$ cat config.mk
export PLATFORM = sky130hd
export DESIGN_NAME = ex_top
export DESIGN_NICKNAME = d
export VERILOG_FILES = /design/src/ex_pkg.sv /design/src/ex_alu.sv /design/src/ex_mult.sv /design/src/ex_stage.sv /design/src/ex_issue.sv /design/src/ex_top.sv
export VERILOG_INCLUDE_DIRS = /design/src
export SDC_FILE = /design/constraint.sdc
export NUM_CORES = 2
export LEC_CHECK = 0
export BUFFER_PORTS_ARGS = -buffer_cell sky130_fd_sc_hd__buf_2
export CORE_MARGIN = 4
export CORE_UTILIZATION = 50
export DETAILED_ROUTE_END_ITERATION = 6
export PLACE_DENSITY = 0.67
export SLEW_MARGIN = 15
export SYNTH_ARGS = -nofsm -noshare
export SYNTH_HDL_FRONTEND = slang
export SYNTH_SLANG_ARGS = --single-unit
export TNS_END_PERCENT = 20
$ cat constraint.sdc
create_clock -name clk -period 25.7 [get_ports clk]
set_input_delay 2.57 -clock clk [delete_from_list [all_inputs] [get_ports clk]]
set_output_delay 2.57 -clock clk [all_outputs]
set_load 0.01 [all_outputs]
$ cat src/ex_macros.svh
/* Execute stage build constants
   Data width, register address width and high-multiply latency */

`ifndef EX_MACROS_SVH
`define EX_MACROS_SVH

//////////////////////////////////////////////////
// Datapath sizes
//////////////////////////////////////////////////

// Integer register width
`define EX_XLEN 32

// Register file address width, 32 registers
`define EX_RADDR_W 5

//////////////////////////////////////////////////
// Multiplier timing
//////////////////////////////////////////////////

// Cycles that MULH and MULHU occupy EX
`define EX_MULH_CYCLES 2

`endif

$ cat src/ex_pkg.sv
/* Shared types for the execute stage
   Opcode enums and the request, forwarding and write-back structs */

`include "ex_macros.svh"
`default_nettype none

package ex_pkg;

  //////////////////////////////////////////////////
  // Opcodes
  //////////////////////////////////////////////////

  // ALU operations, full 4-bit space in use
  typedef enum logic [3:0] {
    ADD,   // a + b
    SUB,   // a - b
    AND,
    OR,
    XOR,
    SLL,   // Shift left logical
    SRL,   // Shift right logical
    SRA,   // Shift right arithmetic
    SLT,   // Set less than, signed
    SLTU,  // Set less than, unsigned
    EQ,    // Branch compares from here on
    NE,
    LT,
    GE,
    LTU,
    GEU
  } alu_op_e;

  // Multiplier operations
  typedef enum logic [1:0] {
    MUL,    // Low word of a*b
    MULH,   // High word, signed x signed
    MULHU,  // High word, unsigned x unsigned
    MAC     // Low word of a*b + c
  } mult_op_e;

  //////////////////////////////////////////////////
  // Pipeline structs
  //////////////////////////////////////////////////

  // Decoded instruction as held in ID/EX
  typedef struct packed {
    alu_op_e                 alu_op;
    mult_op_e                mult_op;
    logic                    mult_en;     // Result from multiplier
    logic [`EX_XLEN-1:0]     operand_a;
    logic [`EX_XLEN-1:0]     operand_b;
    logic [`EX_XLEN-1:0]     operand_c;   // Jump target or MAC addend
    logic                    alu_we;      // Write through ALU port
    logic [`EX_RADDR_W-1:0]  alu_waddr;
    logic                    lsu_we;      // Load result written in WB
    logic [`EX_RADDR_W-1:0]  lsu_waddr;
    logic                    branch;
    logic                    csr_access;  // Result from CSR file
    logic [`EX_XLEN-1:0]     csr_rdata;
  } ex_req_t;

  // Forwarding write, ALU port of the register file
  typedef struct packed {
    logic                    we;
    logic [`EX_RADDR_W-1:0]  waddr;
    logic [`EX_XLEN-1:0]     wdata;
  } ex_fwd_t;

  // Load write held for WB
  typedef struct packed {
    logic                    we;
    logic [`EX_RADDR_W-1:0]  waddr;
  } ex_wb_t;

endpackage

`default_nettype wire

$ cat src/ex_alu.sv
/* Integer ALU, purely combinational
   Shared adder/subtractor, logic ops, barrel shifter and compares */

`timescale 1ns/100ps
`include "ex_macros.svh"
`default_nettype none

module ex_alu
  import ex_pkg::*;
(
  input  alu_op_e              operator_i,
  input  logic [`EX_XLEN-1:0]  operand_a_i,
  input  logic [`EX_XLEN-1:0]  operand_b_i,
  output logic [`EX_XLEN-1:0]  result_o,
  output logic                 cmp_result_o
);

  localparam int SHAMT_W = $clog2(`EX_XLEN);

  logic                    is_sub;        // Everything but ADD subtracts
  logic [`EX_XLEN-1:0]     adder_b;
  logic [`EX_XLEN:0]       adder_result;  // Carry out in msb
  logic                    is_eq;
  logic                    is_lt;         // Signed less than
  logic                    is_ltu;        // Unsigned less than

  logic                    shift_left;
  logic                    shift_fill;    // Sign bit for SRA
  logic [`EX_XLEN-1:0]     shift_in;
  logic [2*`EX_XLEN-1:0]   shift_ext;
  logic [`EX_XLEN-1:0]     shift_right;
  logic [`EX_XLEN-1:0]     shift_result;

  //////////////////////////////////////////////////
  // Adder and compares
  //////////////////////////////////////////////////

  assign is_sub  = (operator_i != ADD);
  assign adder_b = is_sub ? ~operand_b_i : operand_b_i;  // Two's complement with carry in

  assign adder_result = {1'b0, operand_a_i} + {1'b0, adder_b}
                      + {{`EX_XLEN{1'b0}}, is_sub};

  assign is_eq  = (adder_result[`EX_XLEN-1:0] == '0);
  assign is_ltu = ~adder_result[`EX_XLEN];  // No carry means borrow

  // Differing signs decide directly, else the difference sign
  assign is_lt = (operand_a_i[`EX_XLEN-1] != operand_b_i[`EX_XLEN-1]) ?
                 operand_a_i[`EX_XLEN-1] : adder_result[`EX_XLEN-1];

  always_comb
  begin
    case (operator_i)
      EQ:          cmp_result_o = is_eq;
      NE:          cmp_result_o = ~is_eq;
      LT, SLT:     cmp_result_o = is_lt;
      GE:          cmp_result_o = ~is_lt;
      LTU, SLTU:   cmp_result_o = is_ltu;
      GEU:         cmp_result_o = ~is_ltu;
      default:     cmp_result_o = 1'b0;
    endcase
  end

  //////////////////////////////////////////////////
  // Shifter
  //////////////////////////////////////////////////

  // Left shifts reuse the right shifter on bit-reversed data
  assign shift_left = (operator_i == SLL);
  assign shift_fill = (operator_i == SRA) & operand_a_i[`EX_XLEN-1];

  always_comb
  begin
    for (int i = 0; i < `EX_XLEN; i++)
    begin
      shift_in[i] = shift_left ? operand_a_i[`EX_XLEN-1-i] : operand_a_i[i];
    end
    shift_ext   = {{`EX_XLEN{shift_fill}}, shift_in} >> operand_b_i[SHAMT_W-1:0];
    shift_right = shift_ext[`EX_XLEN-1:0];
    for (int i = 0; i < `EX_XLEN; i++)
    begin
      shift_result[i] = shift_left ? shift_right[`EX_XLEN-1-i] : shift_right[i];
    end
  end

  // Result select
  always_comb
  begin
    case (operator_i)
      ADD, SUB:   result_o = adder_result[`EX_XLEN-1:0];
      AND:        result_o = operand_a_i & operand_b_i;
      OR:         result_o = operand_a_i | operand_b_i;
      XOR:        result_o = operand_a_i ^ operand_b_i;
      SLL, SRL,
      SRA:        result_o = shift_result;
      default:    result_o = {{(`EX_XLEN-1){1'b0}}, cmp_result_o};  // Compares, flag only
    endcase
  end

endmodule

`default_nettype wire

$ cat src/ex_mult.sv
/* Integer multiplier for the execute stage
   Low word in one cycle, upper half registered and given on the second */

`timescale 1ns/100ps
`include "ex_macros.svh"
`default_nettype none

module ex_mult
  import ex_pkg::*;
(
  input  logic                 clk,
  input  logic                 rst_n,
  input  logic                 enable_i,      // Valid multiply in EX
  input  mult_op_e             operator_i,
  input  logic [`EX_XLEN-1:0]  op_a_i,
  input  logic [`EX_XLEN-1:0]  op_b_i,
  input  logic [`EX_XLEN-1:0]  op_c_i,        // MAC addend
  input  logic                 ex_ready_i,
  output logic [`EX_XLEN-1:0]  result_o,
  output logic                 multicycle_o,  // First cycle of a high multiply
  output logic                 ready_o
);

  typedef enum logic {IDLE, HIGH} mult_state_e;

  mult_state_e                 state_q, state_d;
  logic                        is_high_op;
  logic                        ext_sign;      // Sign extend both operands
  logic signed [`EX_XLEN:0]    ext_a, ext_b;
  logic signed [2*`EX_XLEN+1:0] product;      // 33x33 covers both signs
  logic [`EX_XLEN-1:0]         low_result;
  logic [`EX_XLEN-1:0]         prod_hi_q;

  //////////////////////////////////////////////////
  // Single product
  //////////////////////////////////////////////////

  assign is_high_op = (operator_i == MULH) || (operator_i == MULHU);
  assign ext_sign   = (operator_i == MULH);

  assign ext_a = {ext_sign & op_a_i[`EX_XLEN-1], op_a_i};
  assign ext_b = {ext_sign & op_b_i[`EX_XLEN-1], op_b_i};

  assign product = ext_a * ext_b;

  // Low word is sign independent
  assign low_result = product[`EX_XLEN-1:0]
                    + ((operator_i == MAC) ? op_c_i : '0);

  //////////////////////////////////////////////////
  // High-half FSM
  //////////////////////////////////////////////////

  always_comb
  begin
    state_d      = state_q;
    ready_o      = 1'b1;
    multicycle_o = 1'b0;
    case (state_q)
      IDLE:
      begin
        if (enable_i && is_high_op)
        begin
          ready_o      = 1'b0;  // Hold EX one cycle
          multicycle_o = 1'b1;
          state_d      = HIGH;
        end
      end
      HIGH:
      begin
        if (ex_ready_i)
        begin
          state_d = IDLE;  // Instruction leaves EX
        end
      end
      default: state_d = IDLE;
    endcase
  end

  always_ff @(posedge clk, negedge rst_n)
  begin
    if (!rst_n)
      state_q <= IDLE;
    else
      state_q <= state_d;
  end

  // Upper word captured in the first cycle
  always_ff @(posedge clk)
  begin
    if (multicycle_o)
      prod_hi_q <= product[2*`EX_XLEN-1:`EX_XLEN];
  end

  assign result_o = (state_q == HIGH) ? prod_hi_q : low_result;

endmodule

`default_nettype wire

$ cat src/ex_stage.sv
/* Execute stage with ALU and multiplier
   Result select, forwarding, branch outputs, stall control, EX/WB register */

`timescale 1ns/100ps
`include "ex_macros.svh"
`default_nettype none

module ex_stage
  import ex_pkg::*;
(
  input  logic                 clk,
  input  logic                 rst_n,
  input  ex_req_t              id_ex_i,
  input  logic                 id_ex_valid_i,      // EX holds an instruction
  input  logic                 lsu_ready_i,        // LSU done with its EX part
  input  logic                 wb_ready_i,
  output ex_fwd_t              fwd_o,              // ALU port write and forwarding
  output logic                 branch_decision_o,
  output logic [`EX_XLEN-1:0]  jump_target_o,
  output ex_wb_t               wb_o,               // Load write for WB
  output logic                 mult_multicycle_o,
  output logic                 ex_ready_o,         // EX takes new data
  output logic                 ex_valid_o          // EX hands data to WB
);

  logic [`EX_XLEN-1:0]  alu_result;
  logic                 alu_cmp_result;
  logic [`EX_XLEN-1:0]  mult_result;
  logic                 mult_ready;
  logic                 mult_enable;
  logic                 branch_in_ex;
  logic                 we_conflict;   // Both write ports busy
  logic                 wb_load_we;

  //////////////////////////////////////////////////
  // Functional units
  //////////////////////////////////////////////////

  ex_alu alu_i (
    .operator_i   (id_ex_i.alu_op),
    .operand_a_i  (id_ex_i.operand_a),
    .operand_b_i  (id_ex_i.operand_b),
    .result_o     (alu_result),
    .cmp_result_o (alu_cmp_result)
  );

  assign mult_enable = id_ex_i.mult_en & id_ex_valid_i;  // Ignore stale contents

  ex_mult mult_i (
    .clk          (clk),
    .rst_n        (rst_n),
    .enable_i     (mult_enable),
    .operator_i   (id_ex_i.mult_op),
    .op_a_i       (id_ex_i.operand_a),
    .op_b_i       (id_ex_i.operand_b),
    .op_c_i       (id_ex_i.operand_c),
    .ex_ready_i   (ex_ready_o),
    .result_o     (mult_result),
    .multicycle_o (mult_multicycle_o),
    .ready_o      (mult_ready)
  );

  //////////////////////////////////////////////////
  // Result select and forwarding
  //////////////////////////////////////////////////

  always_comb
  begin
    if (id_ex_i.mult_en)
      fwd_o.wdata = mult_result;
    else if (id_ex_i.csr_access)
      fwd_o.wdata = id_ex_i.csr_rdata;
    else
      fwd_o.wdata = alu_result;
  end

  assign fwd_o.we    = id_ex_i.alu_we & id_ex_valid_i;
  assign fwd_o.waddr = id_ex_i.alu_waddr;

  // Branch outcome straight to fetch
  assign branch_in_ex      = id_ex_i.branch & id_ex_valid_i;
  assign branch_decision_o = alu_cmp_result & branch_in_ex;
  assign jump_target_o     = id_ex_i.operand_c;

  //////////////////////////////////////////////////
  // Stall control
  //////////////////////////////////////////////////

  // Two register file ports so a load in WB blocks an ALU write
  assign we_conflict = wb_o.we & fwd_o.we;

  // ALU is single cycle and never holds EX
  assign ex_valid_o = mult_ready & lsu_ready_i & wb_ready_i;
  // Branches finish without WB
  assign ex_ready_o = (ex_valid_o & ~we_conflict) | branch_in_ex;

  // EX/WB register
  assign wb_load_we = id_ex_i.lsu_we & id_ex_valid_i;

  always_ff @(posedge clk, negedge rst_n)
  begin
    if (!rst_n)
    begin
      wb_o <= '0;
    end
    else if (ex_valid_o)
    begin
      wb_o.we <= wb_load_we;
      if (wb_load_we)
        wb_o.waddr <= id_ex_i.lsu_waddr;
    end
    else if (wb_ready_i)
    begin
      wb_o.we <= 1'b0;  // WB drained with nothing new
    end
  end

endmodule

`default_nettype wire

$ cat src/ex_issue.sv
/* ID/EX pipeline register
   Takes decoded requests and holds them while EX stalls */

`timescale 1ns/100ps
`include "ex_macros.svh"
`default_nettype none

module ex_issue
  import ex_pkg::*;
(
  input  logic     clk,
  input  logic     rst_n,
  input  ex_req_t  req_i,          // From decode
  input  logic     req_valid_i,
  output logic     req_ready_o,
  input  logic     ex_ready_i,     // EX releases its instruction
  output ex_req_t  id_ex_o,
  output logic     id_ex_valid_o
);

  logic accept;  // Request taken this cycle

  // Room when empty or when the current one leaves
  assign req_ready_o = ~id_ex_valid_o | ex_ready_i;
  assign accept      = req_valid_i & req_ready_o;

  //////////////////////////////////////////////////
  // Occupancy
  //////////////////////////////////////////////////

  always_ff @(posedge clk, negedge rst_n)
  begin
    if (!rst_n)
    begin
      id_ex_valid_o <= 1'b0;
    end
    else if (accept)
    begin
      id_ex_valid_o <= 1'b1;
    end
    else if (ex_ready_i)
    begin
      id_ex_valid_o <= 1'b0;  // Left EX, bubble follows
    end
  end

  // Instruction fields, held under stall
  always_ff @(posedge clk)
  begin
    if (accept)
      id_ex_o <= req_i;
  end

endmodule

`default_nettype wire

$ cat src/ex_top.sv
/* Execute stage top level
   ID/EX register feeding the execute stage */

`timescale 1ns/100ps
`include "ex_macros.svh"
`default_nettype none

module ex_top
  import ex_pkg::*;
(
  input  logic                 clk,
  input  logic                 rst_n,
  input  ex_req_t              req_i,
  input  logic                 req_valid_i,
  output logic                 req_ready_o,
  input  logic                 lsu_ready_i,
  input  logic                 wb_ready_i,
  output ex_fwd_t              fwd_o,
  output logic                 branch_decision_o,
  output logic [`EX_XLEN-1:0]  jump_target_o,
  output ex_wb_t               wb_o,
  output logic                 mult_multicycle_o,
  output logic                 ex_ready_o,
  output logic                 ex_valid_o
);

  ex_req_t  id_ex;        // Held instruction
  logic     id_ex_valid;

  ex_issue issue_i (
    .clk           (clk),
    .rst_n         (rst_n),
    .req_i         (req_i),
    .req_valid_i   (req_valid_i),
    .req_ready_o   (req_ready_o),
    .ex_ready_i    (ex_ready_o),  // Stall loops back
    .id_ex_o       (id_ex),
    .id_ex_valid_o (id_ex_valid)
  );

  ex_stage stage_i (
    .clk               (clk),
    .rst_n             (rst_n),
    .id_ex_i           (id_ex),
    .id_ex_valid_i     (id_ex_valid),
    .lsu_ready_i       (lsu_ready_i),
    .wb_ready_i        (wb_ready_i),
    .fwd_o             (fwd_o),
    .branch_decision_o (branch_decision_o),
    .jump_target_o     (jump_target_o),
    .wb_o              (wb_o),
    .mult_multicycle_o (mult_multicycle_o),
    .ex_ready_o        (ex_ready_o),
    .ex_valid_o        (ex_valid_o)
  );

endmodule

`default_nettype wire

# Word-level counts from Yosys, hierarchy flattened
# Index checks and enable logic that the tools add are counted.
# Widths: inputs -> output; s select.
# totals
inputBits,154
register_bits,189
output_inout_bits,81
# op_classes
n_reduce_logical,12
eq_ne,19
shift,1
addsub,3
muxes,82
n_mul,1
bitwise_logic,25
# op_table
cell,n
$mux 32,5
$pmux 32 s5,1
$mux 1,74
$mul 33x33->64,1
$shr 64x5->32,1
$add 32x32->33,1
$add 33x1->33,1
$add 32x32->32,1
$and 32x32->32,1
$eq 4x4->1 const B,8
$logic_not 32->1,1
$not 32->32,1
$or 32x32->32,1
$xor 32x32->32,1
$eq 4x3->1 const B,4
$and 1x1->1,13
$eq 4x2->1 const B,2
$not 1->1,6
$pmux 1 s6,1
$reduce_or 2->1,3
$eq 2x2->1 const B,2
$eq 4x1->1 const B,1
$logic_not 4->1,1
$reduce_bool 2->1,2
9 further kinds,10

# Logic depth before layout (Yosys ltp)
# logic_depth
depth_word,12
ltp_mapped,43
mapped_depth_nobuf,38

# Hierarchy
# From an unflattened synthesis, not the netlist that was laid out.
# hier_totals
hier_cells,5805
area_unflattened_um2,53717.8
# modules_own_cells
module,area_per_inst_um2,cells_each,instances
ex_mult,41260.8,4531,1
ex_alu,6691.4,956,1
ex_issue,4528.1,153,1
ex_stage,1237.4,165,1

# Worst setup path before layout
# No wires, ideal clock.
# synth_path
path_type,reg2out
start,reg issue_i.id_ex_o[78] (netlist name)
end,out fwd_o[31] (netlist name)
stages_incl_launch_ff,43
required_ns,23.130
t_arrival_ns,10.323
setup_slack_ns,12.807
path_cell_list,edfxtp_1 buf_1 inv_2 buf_1 clkbuf_1 clkbuf_1 nor2_1 fa_1 inv_1 fa_1 inv_1 fa_1 inv_1 fa_1 inv_1 ha_1 ha_1 fa_1 (+7 left out) and2_1 o21a_1 o21ai_0 nand2b_1 a21o_1 a21oi_1 xnor2_1 ha_1 a21o_1 a21o_1 a221o_1 a21o_1 a21o_1 o41ai_1 o21ai_0 a21oi_1 o21ai_0 a211oi_1
# synth_lines
element,line,text
start: declaration,ex_issue.sv:17,"output ex_req_t id_ex_o,"
start signal: assignment,ex_issue.sv:51,id_ex_o <= req_i;
end: declaration,ex_top.sv:18,"output ex_fwd_t fwd_o,"

==> results by group <==
Outcome
  • Run status: finished, violations left
  • Violated checks: design-rule violations

Floorplan
  • Core area: 103000 um2
  • Die area: 109000 um2
  • Site Rows: 118
  • Starting density of the core: 50.3%
  • Chip width: 331 um
  • Die Ht: 331 um
  • I/O pin count: 235

CTS
  • # clock sinks: 189
  • CTS tree: yes
  • H-tree Lvls: 4
  • Clk slew on worst S/H paths: 0.10 ns
  • CTS max path bufs: 2
  • Root Buffer Master: clkbuf_16
  • CTS Buf Count: 17
  • Post_cts resized: 0
  • Clk_lat worst skew: 0.51 ns
  • Setup Buffers After CTS: 0
  • Hold_buf cts: 0

Final layout
  • Fin nets: 7327
  • Fin cells: 7102
  • Synthesis-to-finish area growth: 5.82%
  • Multi-input gate area: 40400 um2
  • Register Area: 5640 um2
  • Fill cells: 9499
  • Share of layout cells above drive strength 1: 8.04%

GRT
  • Initial antenna violation count: 12
  • Number of global-route vias before repair: 44100
  • Largest net degree at the start of global routing: 76
  • Aggregate global-route resource usage: 35.3%
  • First-pass GRT wire length: 281000 um
  • Total gr overflow: 0

Logic synthesis
  • Area contributors post-synth: fa_1 43%, edfxtp_1 10%, inv_1 8.6%
  • Area leader, netlist: fa_1
  • Post-synth EDFFs: 181
  • Syn Inst Count: 5675
  • Mapped Area: 52000 um2
  • Syn nets: 7296
  • Async S/R FF share, synth: 4.23%
  • Synthesized flop and latch total: 189
  • Avg Inst Size Synth: 9.16 um2
  • Yosys Warn Count: 0
  • Main synth FF type: edfxtp_1
  • Synth cell count leaders: 1198 x inv_1, 1127 x fa_1, 691 x nand2_1
  • Synth top area share: 43.4%
  • Count leader, synth: inv_1
  • Synth unique cells: 81
  • Sequential area share after synthesis: 10.8%

STA
  • Post-route minimum period: 14.04 ns
  • Setup-failing EPs final: 0
  • Final hold vios: 0
  • Part of the cycle the worst path needs: 54.6%
  • Max Freq: 71.2 MHz
  • RSZ-0062 raised after global routing: false
  • Setup TNS Final: 0 ns
  • Worst Tran Pin Value: 1.14 ns
  • Final Max Slew Viols: 0
  • Clock skew: 0.0278 ns
  • Hold WS: 0.486 ns
  • Relative slew slack: 23.8%

Setup path
  • Critical R2R Launch: issue_i.id_ex_o[144]
  • Worst setup EP type: output port
  • FF-to-FF setup slack: 14.72 ns
  • CP bufs+invs: 6
  • Crit Path Category: register to output port
  • CP startpoint kind: register
  • Data arrival, critical path: 11.47 ns
  • Worst Setup SP: issue_i.id_ex_o[85]
  • Reg-to-Reg End: stage_i.mult_i.prod_hi_q[30]
  • CP top delay family: compound AO/OA/AOI/OAI gates
  • Worst Reg2Reg Path Length in Cells: 28
  • Critical-path top delay cell: edfxtp_1
  • Worst path max stage delay: 1.01 ns
  • Critical Path RT: 23.13 ns
  • Critical path peak fanout: 19

Detailed routing
  • First-pass DRT Iterations: 7
  • Antenna Violating Nets Remaining: 0
  • Drt initial violations: 4278
  • Wire per inst: 26.6 um
  • Via count: 41800
  • WL final: 189000 um
  • Vias per cell: 5.88
  • # DRC: 1

Place
  • RePlAce Congestion: 1.02
  • Dpl cells: 7067
  • Port bufs: 234
  • DP Wirelength: 151000 um

Flow run
  • Max Cap Viol: 0

Min path
  • Hold Path Class: register to register
  • Hold Path Cell Cnt: 1
  • Hold EP: stage_i.wb_o[1]
  • Startpoint of the worst hold path: issue_i.id_ex_o[35]
==> layout by cell type, fill, tap and decap left out, drive strengths merged, types with 11 or more instances in the layout <==
cell type and n:
nor2 597, xor2 38, mux4 26, buf 353, fa 1127, o211ai 21, mux2i 103, xnor2 114
o21bai 12, nand2 691, o22ai 11, a21oi 156, and3 33, nor2b 14, nor3 38, edfxtp 181
a31oi 20, nand4 16, nand3 37, a22oi 14, and2 44, clkinv 24, inv 1211, clkbuf 17
a221oi 32, a211oi 19, o21a 18, ha 340, nand2b 25, o21ai 143, a21o 60, o31ai 13
==> stage by stage <==
stage / area (um2) / utilization (%) / setup WS (ns)
4_1_cts: 55000 / 53.2 / 11.74
3_5_place_dp: 54400 / 52.7 / 12.29
5_1_grt: 55000 / 53.2 / 11.09
3_3_place_gp: 54400 / 52.7 / 12.50
2_1_floorplan: 52000 / - / 12.81
6_report: 55000 / 53.3 / 11.66
==> state kept, by name, indices dropped and copies added, names as in the netlist <==
register / count
issue_i.id_ex_o: 149
issue_i.id_ex_valid_o: 1
stage_i.wb_o: 6
stage_i.mult_i.prod_hi_q: 32
stage_i.mult_i.state_q: 1
==> worst max-delay path by stage <==
stage / end / slack [ns] / depth (start not counted)
after floorplan: fwd_o[31] / 12.81 / 42
after global placement: fwd_o[31] / 12.50 / 31
after detailed placement: fwd_o[31] / 12.29 / 37
after CTS: fwd_o[31] / 11.74 / 31
after global routing: fwd_o[31] / 11.09 / 31
final: fwd_o[31] / 11.66 / 37
==> kinds of logic (layout without fill, tap and decap cells) <==
family                     after synthesis  after routing  share of synthesized area [%]
other                                    0              3                              0
xor gates and xnor gates               152            152                           2.56
muxes                                  139            139                           3.32
and+or+nand+nor                       1550           1550                           12.4
buffers and inverters                 1564           1608                           11.6
adders and majority gates             1467           1467                           51.6
AOI/OAI and AO/OA                      614            614                           7.72
DFF                                    189            189                           10.8
==> area by class of cell <==
class,count,area share (%)
antenna,3,0.0136
clock buffer,17,0.773
clock inverter,15,0.327
inverter,1223,8.34
multi-input combinational,3922,73.4
sequential,189,10.2
tap,1380,3.14
timing repair buffer,353,3.75
==> layer usage <==
layer  wire [um]  share of wire [%]  vias to the layer above  track usage, %
met5          86              0.046                        -               0
met1       68500                 36                    21200            44.3
met4       14400                7.6                       14            20.9
met3       22000                 12                      671            10.1
met2       83900                 44                     2435            54.7
li1            -                  -                    17400               -
Power is left out: the tool's default activity adds up to more than one toggle a clock period on the data nets, which glitch-free logic cannot reach.
